===== config.mk =====
export PLATFORM = sky130hd
export DESIGN_NAME = port_afu_top
export DESIGN_NICKNAME = d
export VERILOG_FILES = /design/src/hw/afu_csr_pkg.sv /design/src/hw/afu_port_pkg.sv /design/src/hw/port_afu_top.sv /design/src/hw/afu_endpoint_array.sv /design/src/hw/afu_req_fifo.sv /design/src/hw/afu_req_decoder.sv
export SDC_FILE = /design/constraint.sdc
export NUM_CORES = 1
export LEC_CHECK = 0
export ABC_AREA = 1
export BUFFER_PORTS_ARGS = -buffer_cell sky130_fd_sc_hd__buf_2
export CELL_PAD_IN_SITES_DETAIL_PLACEMENT = 1
export CELL_PAD_IN_SITES_GLOBAL_PLACEMENT = 2
export CORE_ASPECT_RATIO = 1.2
export CORE_MARGIN = 2
export CORE_UTILIZATION = 45
export DETAILED_ROUTE_END_ITERATION = 16
export GPL_ROUTABILITY_DRIVEN = 0
export GPL_TIMING_DRIVEN = 1
export PLACE_DENSITY_LB_ADDON = 0.1
export REMOVE_ABC_BUFFERS = 1
export SLEW_MARGIN = 10
export SYNTH_ARGS = -nofsm -noshare
export SYNTH_HDL_FRONTEND = slang
export SYNTH_HIERARCHICAL = 1
export SYNTH_SLANG_ARGS = --single-unit

===== constraint.sdc =====
create_clock -name hssi_ss_st_rx -period 18.25 [get_ports hssi_ss_st_rx]
set_input_delay 0 -clock hssi_ss_st_rx [delete_from_list [all_inputs] [get_ports hssi_ss_st_rx]]
set_output_delay 0 -clock hssi_ss_st_rx [all_outputs]
set_load 0.03 [all_outputs]

===== src/hw/afu_csr_pkg.sv =====
// Endpoint CSR map: register offsets, feature header values and port limits
`default_nettype none

package afu_csr_pkg;

   // ------------------------------------------------------------
   // Register offsets (byte addresses)
   // ------------------------------------------------------------

   // Read-only device feature header
   localparam logic [15:0] CSR_DFH_ADDR     = 16'h0000;

   // First scratch register, the rest follow every 8 bytes
   localparam logic [15:0] CSR_SCRATCH_BASE = 16'h0008;

   // ------------------------------------------------------------
   // Scratch register counts per endpoint kind
   // ------------------------------------------------------------

   // Host exerciser on PID 0
   localparam int HE_SCRATCH_NUM   = 4;

   // Null endpoints on all higher PIDs
   localparam int NULL_SCRATCH_NUM = 1;

   // ------------------------------------------------------------
   // Feature header values
   // ------------------------------------------------------------
   localparam logic [63:0] FEATURE_ID_HE   = 64'h0001_0000_0000_0A55;

   // Low nibble carries the PID of the null endpoint
   localparam logic [63:0] FEATURE_ID_NULL = 64'h0001_0000_0000_0E00;

   // Read data for an offset that maps to nothing
   localparam logic [63:0] CSR_MISS_DATA   = 64'hFFFF_FFFF_FFFF_FFFF;

   // ------------------------------------------------------------
   // Port limits
   // ------------------------------------------------------------

   // Upper bound on the port count, sets the PID width
   localparam int MAX_PORTS = 16;

endpackage

`default_nettype wire


===== src/hw/afu_port_pkg.sv =====
// Port request types: opcodes, PF/VF table entries, requests and completions
`default_nettype none

package afu_port_pkg;

   // ------------------------------------------------------------
   // Opcodes
   // ------------------------------------------------------------

   // Memory read returns a completion, memory write returns nothing
   typedef enum logic [0:0] {
      OP_MEM_RD = 1'b0,
      OP_MEM_WR = 1'b1
   } req_op_e;

   // ------------------------------------------------------------
   // PF/VF routing table entry, one per PID
   // ------------------------------------------------------------
   typedef struct packed {
      logic [2:0]  pf_num;
      logic [10:0] vf_num;
      logic        vf_active;
   } pf_vf_info_t;

   // ------------------------------------------------------------
   // Request as seen at the host side
   // ------------------------------------------------------------
   typedef struct packed {
      req_op_e     op;
      logic [2:0]  pf_num;
      logic [10:0] vf_num;
      logic        vf_active;
      logic [7:0]  tag;
      // Byte address, 8-byte aligned
      logic [15:0] addr;
      logic [63:0] data;
   } host_req_t;

   // ------------------------------------------------------------
   // Request after PID lookup
   // ------------------------------------------------------------
   typedef struct packed {
      logic [3:0]  pid;
      req_op_e     op;
      logic [7:0]  tag;
      logic [15:0] addr;
      logic [63:0] data;
   } pid_req_t;

   // ------------------------------------------------------------
   // Read completion back to the host
   // ------------------------------------------------------------
   typedef struct packed {
      logic [3:0]  pid;
      logic [7:0]  tag;
      logic [63:0] data;
   } host_cpl_t;

endpackage

`default_nettype wire

===== src/hw/port_afu_top.sv =====
// Port AFU top: decoder, request FIFO and endpoint array in a request/completion chain
`timescale 1ns/1ns
`default_nettype none

module port_afu_top #(
   parameter int NUM_PORTS = 3,
   // PID 0 to 2 map to PF0 VF0 to VF2, all VF-active
   parameter afu_port_pkg::pf_vf_info_t [NUM_PORTS-1:0] PORT_PF_VF_INFO = '{
      '{pf_num: 3'd0, vf_num: 11'd2, vf_active: 1'b1},
      '{pf_num: 3'd0, vf_num: 11'd1, vf_active: 1'b1},
      '{pf_num: 3'd0, vf_num: 11'd0, vf_active: 1'b1}
   },
   parameter int FIFO_DEPTH = 4
) (
   input  logic                    hssi_ss_st_rx,
   input  logic                    i_rst_n,
   input  logic [NUM_PORTS-1:0]    i_port_rst_n,

   input  logic                    i_req_valid,
   input  afu_port_pkg::host_req_t i_req,
   output logic                    o_req_ready,

   output logic                    o_cpl_valid,
   output afu_port_pkg::host_cpl_t o_cpl,
   input  logic                    i_cpl_ready,

   output logic                    o_unclaimed
);

   // Decoder to FIFO
   logic                   dec_valid;
   afu_port_pkg::pid_req_t dec;
   logic                   dec_ready;

   // FIFO to endpoint array
   logic                   pop_valid;
   afu_port_pkg::pid_req_t pop_req;
   logic                   pop_ready;

   afu_req_decoder #(
      .NUM_PORTS       (NUM_PORTS),
      .PORT_PF_VF_INFO (PORT_PF_VF_INFO)
   ) i_afu_req_decoder (
      .hssi_ss_st_rx (hssi_ss_st_rx),
      .i_rst_n       (i_rst_n),
      .i_req_valid   (i_req_valid),
      .i_req         (i_req),
      .o_req_ready   (o_req_ready),
      .o_dec_valid   (dec_valid),
      .o_dec         (dec),
      .i_dec_ready   (dec_ready),
      .o_unclaimed   (o_unclaimed)
   );

   afu_req_fifo #(
      .FIFO_DEPTH (FIFO_DEPTH)
   ) i_afu_req_fifo (
      .hssi_ss_st_rx (hssi_ss_st_rx),
      .i_rst_n       (i_rst_n),
      .i_push_valid  (dec_valid),
      .i_push        (dec),
      .o_push_ready  (dec_ready),
      .o_pop_valid   (pop_valid),
      .o_pop         (pop_req),
      .i_pop_ready   (pop_ready)
   );

   afu_endpoint_array #(
      .NUM_PORTS (NUM_PORTS)
   ) i_afu_endpoint_array (
      .hssi_ss_st_rx (hssi_ss_st_rx),
      .i_rst_n       (i_rst_n),
      .i_port_rst_n  (i_port_rst_n),
      .i_req_valid   (pop_valid),
      .i_req         (pop_req),
      .o_req_ready   (pop_ready),
      .o_cpl_valid   (o_cpl_valid),
      .o_cpl         (o_cpl),
      .i_cpl_ready   (i_cpl_ready)
   );

endmodule

`default_nettype wire


===== src/hw/afu_endpoint_array.sv =====
// Endpoint array: per-PID CSR files serving queued requests, with a completion register
`timescale 1ns/1ns
`default_nettype none

module afu_endpoint_array #(
   parameter int NUM_PORTS = 3
) (
   input  logic                    hssi_ss_st_rx,
   input  logic                    i_rst_n,
   input  logic [NUM_PORTS-1:0]    i_port_rst_n,

   input  logic                    i_req_valid,
   input  afu_port_pkg::pid_req_t  i_req,
   output logic                    o_req_ready,

   output logic                    o_cpl_valid,
   output afu_port_pkg::host_cpl_t o_cpl,
   input  logic                    i_cpl_ready
);

   localparam int HE_NUM   = afu_csr_pkg::HE_SCRATCH_NUM;
   localparam int NULL_NUM = afu_csr_pkg::NULL_SCRATCH_NUM;

   // All scratch registers in one flat list, exerciser entries first
   localparam int NUM_SCR = HE_NUM + (NUM_PORTS - 1) * NULL_NUM;

   localparam logic [12:0] DFH_WORD  = afu_csr_pkg::CSR_DFH_ADDR[15:3];
   localparam logic [12:0] SCR_WORD0 = afu_csr_pkg::CSR_SCRATCH_BASE[15:3];

   function automatic int scr_base(input int pid);
      return (pid == 0) ? 0 : HE_NUM + (pid - 1) * NULL_NUM;
   endfunction

   function automatic int scr_num(input int pid);
      return (pid == 0) ? HE_NUM : NULL_NUM;
   endfunction

   function automatic int scr_owner(input int e);
      return (e < HE_NUM) ? 0 : 1 + (e - HE_NUM) / NULL_NUM;
   endfunction

   logic [63:0] scratch [NUM_SCR];
   logic        pop;
   logic        is_rd;
   logic        pid_ok;
   logic [12:0] word;
   int          pid;
   int          scr_idx;
   int          scr_sel;
   logic        dfh_hit;
   logic        scr_hit;
   logic [63:0] rd_data;
   logic        wr_en;

   // ------------------------------------------------------------
   // Request acceptance
   // ------------------------------------------------------------

   // Take the next request once the completion slot is free or draining
   assign o_req_ready = ~o_cpl_valid | i_cpl_ready;
   assign pop         = i_req_valid & o_req_ready;
   assign is_rd       = (i_req.op == afu_port_pkg::OP_MEM_RD);

   // ------------------------------------------------------------
   // Address decode
   // ------------------------------------------------------------
   always_comb begin
      pid     = int'(i_req.pid);
      pid_ok  = (pid < NUM_PORTS);
      word    = i_req.addr[15:3];
      scr_idx = int'(word) - int'(SCR_WORD0);
      dfh_hit = pid_ok && (word == DFH_WORD);
      scr_hit = pid_ok && (word >= SCR_WORD0) && (scr_idx < scr_num(pid));
      scr_sel = scr_hit ? scr_base(pid) + scr_idx : 0;
   end

   always_comb begin
      if (dfh_hit) begin
         // Null header carries its PID in the low nibble
         rd_data = (pid == 0) ? afu_csr_pkg::FEATURE_ID_HE
                              : afu_csr_pkg::FEATURE_ID_NULL + 64'(i_req.pid);
      end else if (scr_hit) begin
         rd_data = scratch[scr_sel];
      end else begin
         rd_data = afu_csr_pkg::CSR_MISS_DATA;
      end
   end

   // Header and unmapped writes fall through here
   assign wr_en = pop & ~is_rd & scr_hit;

   // ------------------------------------------------------------
   // Scratch registers
   // ------------------------------------------------------------
   for (genvar e = 0; e < NUM_SCR; e++) begin : g_scr
      localparam int OWNER = scr_owner(e);

      always_ff @(posedge hssi_ss_st_rx) begin
         if (!i_rst_n || !i_port_rst_n[OWNER]) begin
            scratch[e] <= '0;
         end else if (wr_en && (scr_sel == e)) begin
            scratch[e] <= i_req.data;
         end
      end
   end

   // ------------------------------------------------------------
   // Completion register
   // ------------------------------------------------------------
   always_ff @(posedge hssi_ss_st_rx) begin
      if (!i_rst_n) begin
         o_cpl_valid <= 1'b0;
      end else if (pop && is_rd) begin
         o_cpl_valid <= 1'b1;
      end else if (i_cpl_ready) begin
         o_cpl_valid <= 1'b0;
      end
   end

   // Only loads on a pop, so the payload holds under back-pressure
   always_ff @(posedge hssi_ss_st_rx) begin
      if (pop && is_rd) begin
         o_cpl <= '{pid: i_req.pid, tag: i_req.tag, data: rd_data};
      end
   end

endmodule

`default_nettype wire


===== src/hw/afu_req_fifo.sv =====
// Request FIFO: circular buffer of decoded requests between decoder and endpoints
`timescale 1ns/1ns
`default_nettype none

module afu_req_fifo #(
   parameter int FIFO_DEPTH = 4
) (
   input  logic                   hssi_ss_st_rx,
   input  logic                   i_rst_n,

   input  logic                   i_push_valid,
   input  afu_port_pkg::pid_req_t i_push,
   output logic                   o_push_ready,

   output logic                   o_pop_valid,
   output afu_port_pkg::pid_req_t o_pop,
   input  logic                   i_pop_ready
);

   localparam int AW = $clog2(FIFO_DEPTH);

   afu_port_pkg::pid_req_t mem [FIFO_DEPTH];
   logic [AW-1:0]          wr_ptr;
   logic [AW-1:0]          rd_ptr;
   logic [AW:0]            count;
   logic                   full;
   logic                   push;
   logic                   pop;

   // ------------------------------------------------------------
   // Handshakes
   // ------------------------------------------------------------
   assign full        = (count == (AW+1)'(FIFO_DEPTH));
   assign o_pop_valid = (count != '0);

   // A full FIFO still takes a write when the head leaves in the same cycle
   assign o_push_ready = ~full | i_pop_ready;

   assign push = i_push_valid & o_push_ready;
   assign pop  = o_pop_valid & i_pop_ready;

   assign o_pop = mem[rd_ptr];

   // ------------------------------------------------------------
   // Pointers and occupancy
   // ------------------------------------------------------------
   always_ff @(posedge hssi_ss_st_rx) begin
      if (!i_rst_n) begin
         wr_ptr <= '0;
         rd_ptr <= '0;
         count  <= '0;
      end else begin
         if (push) begin
            wr_ptr <= wr_ptr + 1'b1;
         end
         if (pop) begin
            rd_ptr <= rd_ptr + 1'b1;
         end
         case ({push, pop})
            2'b10:   count <= count + 1'b1;
            2'b01:   count <= count - 1'b1;
            default: count <= count;
         endcase
      end
   end

   // Storage
   always_ff @(posedge hssi_ss_st_rx) begin
      if (push) begin
         mem[wr_ptr] <= i_push;
      end
   end

endmodule

`default_nettype wire


===== src/hw/afu_req_decoder.sv =====
// Request decoder: maps PF/VF fields to a PID and registers the decoded request
`timescale 1ns/1ns
`default_nettype none

module afu_req_decoder #(
   parameter int NUM_PORTS = 3,
   parameter afu_port_pkg::pf_vf_info_t [NUM_PORTS-1:0] PORT_PF_VF_INFO =
      {NUM_PORTS{afu_port_pkg::pf_vf_info_t'(0)}}
) (
   input  logic                   hssi_ss_st_rx,
   input  logic                   i_rst_n,

   input  logic                   i_req_valid,
   input  afu_port_pkg::host_req_t i_req,
   output logic                   o_req_ready,

   output logic                   o_dec_valid,
   output afu_port_pkg::pid_req_t o_dec,
   input  logic                   i_dec_ready,

   output logic                   o_unclaimed
);

   localparam int PID_W = $clog2(afu_csr_pkg::MAX_PORTS);

   afu_port_pkg::pf_vf_info_t req_info;
   logic [NUM_PORTS-1:0]      hit;
   logic [PID_W-1:0]          hit_pid;
   logic                      any_hit;
   logic                      take;

   // ------------------------------------------------------------
   // Parallel table lookup
   // ------------------------------------------------------------
   assign req_info = '{pf_num:    i_req.pf_num,
                       vf_num:    i_req.vf_num,
                       vf_active: i_req.vf_active};

   always_comb begin
      for (int p = 0; p < NUM_PORTS; p++) begin
         hit[p] = (req_info == PORT_PF_VF_INFO[p]);
      end
   end

   // Scan from the top so the lowest matching PID is the last one kept
   always_comb begin
      hit_pid = '0;
      for (int p = NUM_PORTS - 1; p >= 0; p--) begin
         if (hit[p]) begin
            hit_pid = PID_W'(p);
         end
      end
   end

   assign any_hit = |hit;

   // ------------------------------------------------------------
   // Output register
   // ------------------------------------------------------------

   // Free when empty or drained this cycle
   assign o_req_ready = ~o_dec_valid | i_dec_ready;
   assign take        = i_req_valid & o_req_ready;

   always_ff @(posedge hssi_ss_st_rx) begin
      if (!i_rst_n) begin
         o_dec_valid <= 1'b0;
         o_unclaimed <= 1'b0;
      end else begin
         // Unmatched requests are dropped, only the pulse is left
         o_unclaimed <= take & ~any_hit;
         if (take && any_hit) begin
            o_dec_valid <= 1'b1;
         end else if (i_dec_ready) begin
            o_dec_valid <= 1'b0;
         end
      end
   end

   always_ff @(posedge hssi_ss_st_rx) begin
      if (take && any_hit) begin
         o_dec <= '{pid:  hit_pid,
                    op:   i_req.op,
                    tag:  i_req.tag,
                    addr: i_req.addr,
                    data: i_req.data};
      end
   end

endmodule

`default_nettype wire


[Word-level counts from Yosys, hierarchy flattened]
Memories as Yosys holds them, arrays and structs flattened. A register that Yosys moved wholly into a read port is not among the register bits.
Index checks and enable logic that the tools add are counted.
Cells by class
  $add $sub $neg: 9
  mux-type cells: 47
  equal/unequal tests: 11
  bitwise gates (word level): 20
  reductions and logical operators: 28
  order comparisons: 3
Operators with widths (count)
  64-bit two-way mux: 9
  32-bit by 3-bit == test with 1-bit output, second input constant: 2
  32-bit by 4-bit == test with 1-bit output, second input constant: 2
  32-bit zero test: 2
  32-bit two-way mux: 2
  49-bit by 4-bit adder with 50-bit output, first input constant: 1
  32-bit adder: 1
  4-bit by 32-bit adder with 32-bit output, first input constant: 1
  32-bit by 2-bit == test with 1-bit output, second input constant: 1
  32-bit < comparator: 1
  1-bit two-way mux: 31
  15-bit by 1-bit == test with 1-bit output, second input constant: 1
  15-bit by 2-bit == test with 1-bit output, second input constant: 1
  15-bit by 3-bit == test with 1-bit output, second input constant: 1
  13-bit by 1-bit subtractor with 14-bit output, second input constant: 1
  13-bit by 1-bit greater-or-equal comparator with 1-bit output, second input constant: 1
  13-bit zero test: 1
  1-bit logical AND: 11
  1-bit OR: 9
  1-bit bitwise AND: 6
  2-bit two-way mux: 3
  3-bit one-hot mux with 2 select lines: 1
  2-bit nonzero test: 3
  1-bit inverter: 5
  other kinds (15): 21
Word-level totals
  register bits: 177
  memories kept: 2
  bits of input ports: 111
  output and inout port bits: 79
  logic and storage cells: 135
  RAM bits: 748
Memories
  i_afu_endpoint_array.scratch: words 6, width 64, rd ports 1, clocked after memory_dff 0, write ports 6, RTL line afu_endpoint_array.sv:42  | logic [63:0] scratch [NUM_SCR];
  i_afu_req_fifo.mem: words 4, width 91, rd ports 1, clocked after memory_dff 1, write ports 1, RTL line afu_req_fifo.sv:22  | afu_port_pkg::pid_req_t mem [FIFO_DEPTH];

[Logic depth before layout (Yosys ltp)]
  depth after elaboration: 11
  gate-level depth with buffers: 33
  gate-level depth less buffers: 29

[By module]
The synthesis kept the hierarchy.
By module, submodules not included
  afu_endpoint_array: times used 1, area each 22185.0 um^2, cells each 2299, seq. area each 13833.3 um^2
  afu_req_fifo: times used 1, area each 14238.7 um^2, cells each 971, seq. area each 11350.9 um^2
  afu_req_decoder: times used 1, area each 2924.1 um^2, cells each 127, seq. area each 2772.7 um^2

[Least setup slack after synthesis]
Ideal clock, no wire load.
  path kind: reg2reg
  start: register with a tool-made name
  end: memory i_afu_endpoint_array.scratch[2][0], enable pin
  cell stages (with the launch flop): 30
  required time: 17.826 ns
  path buffers: 3
  slack: 12.263 ns
  period minus slack after synthesis: 5.987 ns
  arrival: 5.563 ns
  path through: dfxtp_1 > buf_6 > inv_4 > buf_6 > buf_2 > nor2_1 > o22ai_1 > inv_1 > ha_1 > inv_1 > nor2_1 > nand2_1 > nand2_1 > ha_1 > nand2_1 > o21ai_0 > a21oi_1 > nor2_1 > nand2_1 > nor2_1 > nand2_1 > nand2_1 > fa_1 > nor3_1 > o21ai_0 > nor2_1 > nand2_1 > nor2_1 > nand2_1 > nand2_1
RTL lines (RTL line)
  end: declaration: afu_endpoint_array.sv:42

==> results.sh <==
export IMPL_status="completed"
export IMPL_grtUsageTotal_pct=25.8
export IMPL_area_growth_pct=15.1
export IMPL_wirelength_mm=115
export IMPL_cts_max_path_buffers=3
export IMPL_layout_commonest_cell="edfxtp_1"
export IMPL_total_power_mw=6.08
export IMPL_grt_first_pass_wirelength_mm=173
export IMPL_ctsResizeCount=0
export IMPL_coreArea_sq_mm=0.0859
export IMPL_cts_max_level=3
export IMPL_timing_clock_skew_ns=0.0232
export IMPL_synthesis_area_sq_mm=0.0388
export IMPL_ys_warn_count=6
export IMPL_dieHeight_um=326
export IMPL_cts_setup_buffers=0
export IMPL_die_area_sq_mm=0.0887
export IMPL_relSlewSlack_pct=18.8
export IMPL_cp_arrival_ns=8.10
export IMPL_numPortBuffers=186
export IMPL_layout_nets=3712
export IMPL_ios=190
export IMPL_fin_setup_tns_ns=0
export IMPL_hold_buffers=103
export IMPL_start_util_pct=45.2
export IMPL_root_buffer="clkbuf_16"
export IMPL_grt_start_max_net_pins=186
export IMPL_rsz0062_at_grt="false"
export IMPL_num_vias=26928
export IMPL_antenna_found_initial=0
export IMPL_hp_class="input pin to flip-flop"
export IMPL_final_cell_mix="edfxtp_1, nor2_1, nand2_1"
export IMPL_clk_latency_ns=0.67
export IMPL_min_period_ns=7.82
export IMPL_worstMarginPinSlew_ns=1.22
export IMPL_finalCritPeriodShare_pct=42.8
export IMPL_antenna_cells=0
export IMPL_cts_buffers=96
export IMPL_fmax_ghz=0.128
export IMPL_overflow=0
export IMPL_cp_start_kind="flip-flop"
export IMPL_clkSinkCount=920
export IMPL_synth_cells=3367
export IMPL_post_route_drc_count=0
export IMPL_die_w_um=272
export IMPL_final_hold_viol_count=0
export IMPL_first_pass_iters=5
export IMPL_power_leakage_nw=17.1
export IMPL_drv_slew=0
export IMPL_cap_violations=0
export IMPL_cts_tree="yes"
export IMPL_fillers=8954
export IMPL_drt_iter0_markers=1816
export IMPL_syn_avg_cell_area_sq_um=11.5
export IMPL_power_density_mw_per_mm2=136
export IMPL_grt_pass1_vias=29095
export IMPL_cp_required_ns=18.53
export IMPL_crit_type="flip-flop to flip-flop"
export IMPL_wl_per_cell_um=23.9
export IMPL_path_clk_slew_ns=0.06
export IMPL_layout_drive_gt1_share_pct=11.8
export IMPL_vdd_drop_max_mv=0.147
export IMPL_cp_max_fo=108
export IMPL_dp_hpwl_mm=58.3
export IMPL_rows=118
export IMPL_drtAntennaViolNets=0
export IMPL_post_drt_via_cell_ratio=5.61
export IMPL_setup_viol_count_final=0
export IMPL_cp_end_kind="flip-flop"
## worst paths after layout
path                               startpoint                                   to  slack, ns  depth (start not counted)
setup / recovery                    flip-flop  i_afu_endpoint_array/scratch[3][19]      10.43                         23
hold / removal                      i_req[74]          i_afu_req_decoder/o_dec[74]       0.04                          2
setup reg to reg                    flip-flop  i_afu_endpoint_array/scratch[3][19]      10.43                         23
hold reg to reg   i_afu_req_decoder/o_dec[70]            i_afu_req_fifo/mem[3][70]       0.49                          0
## metal layers
metal	vias to the layer above	routed length, um	track usage, %
met3	161	4940	2.72
met1	13918	46600	31.8
met4	0	2740	8.09
li1	12178	-	-
met2	671	60400	47.4
met5	-	0	0
## final cells by class
type / count / area [sq um] / share of cell area [%]
Clock buffer: 116 / 2550 / 5.70
Sequential cell: 920 / 27500 / 61.5
Multi-Input combinational cell: 2078 / 9700 / 21.7
Clock inverter: 64 / 639 / 1.43
Inverter: 153 / 587 / 1.31
Tap cell: 1140 / 1430 / 3.19
Timing Repair Buffer: 331 / 2290 / 5.12
## worst max-delay path: stages (launching register included)
cell      delay (ns)
dfxtp_4         0.46
inv_6           0.29
buf_4           0.74
o21ai_0         0.16
o22ai_1         0.31
inv_1           0.27
ha_1            0.37
xor2_1          0.29
ha_1            0.28
nand2_1         0.06
nand2_1         0.04
nor2_1          0.12
nand2_1         0.07
nor2_1          0.11
nand2_1         0.14
nand2_8         0.63
nand2_4         0.82
inv_2           0.34
nand3b_4        0.15
nor2_2          0.25
and2_1          0.20
nand2_1         0.09
nand2_4         0.31
buf_4           0.81
## sequential cells by signal (all words and copies together), names as in the netlist, 2 cells and up, named ones only
name / flops
i_afu_req_fifo/count: 3
i_afu_req_fifo/wr_ptr: 2
i_afu_endpoint_array/scratch: 384
i_afu_req_fifo/mem: 360
i_afu_req_decoder/o_dec: 88
i_afu_req_fifo/rd_ptr: 2
i_afu_endpoint_array/o_cpl: 76
## report_power, final
part           internal, mW  leakage (nW)  switching [mW]
logic                 0.332          6.69            1.32
clock network          1.15          1.56           0.823
registers              2.40          8.86          0.0514
total                  3.88          17.1            2.20
## through the flow
step	setup slack, ns	std cells	hold slack, ns	instance area [sq um]	utilization [%]
finish	10.43	4802	0.0436	44700	52.0
global placement	10.43	4519	0.176	40500	47.1
global route	9.82	4802	0.0243	44700	52.0
detailed placement	10.33	4519	0.178	40500	47.1
CTS	10.27	4802	0.000577	44700	52.0
floorplan	1.45	3151	0.0976	37600	-
No activity file was read; power rests on OpenSTA's default activity.
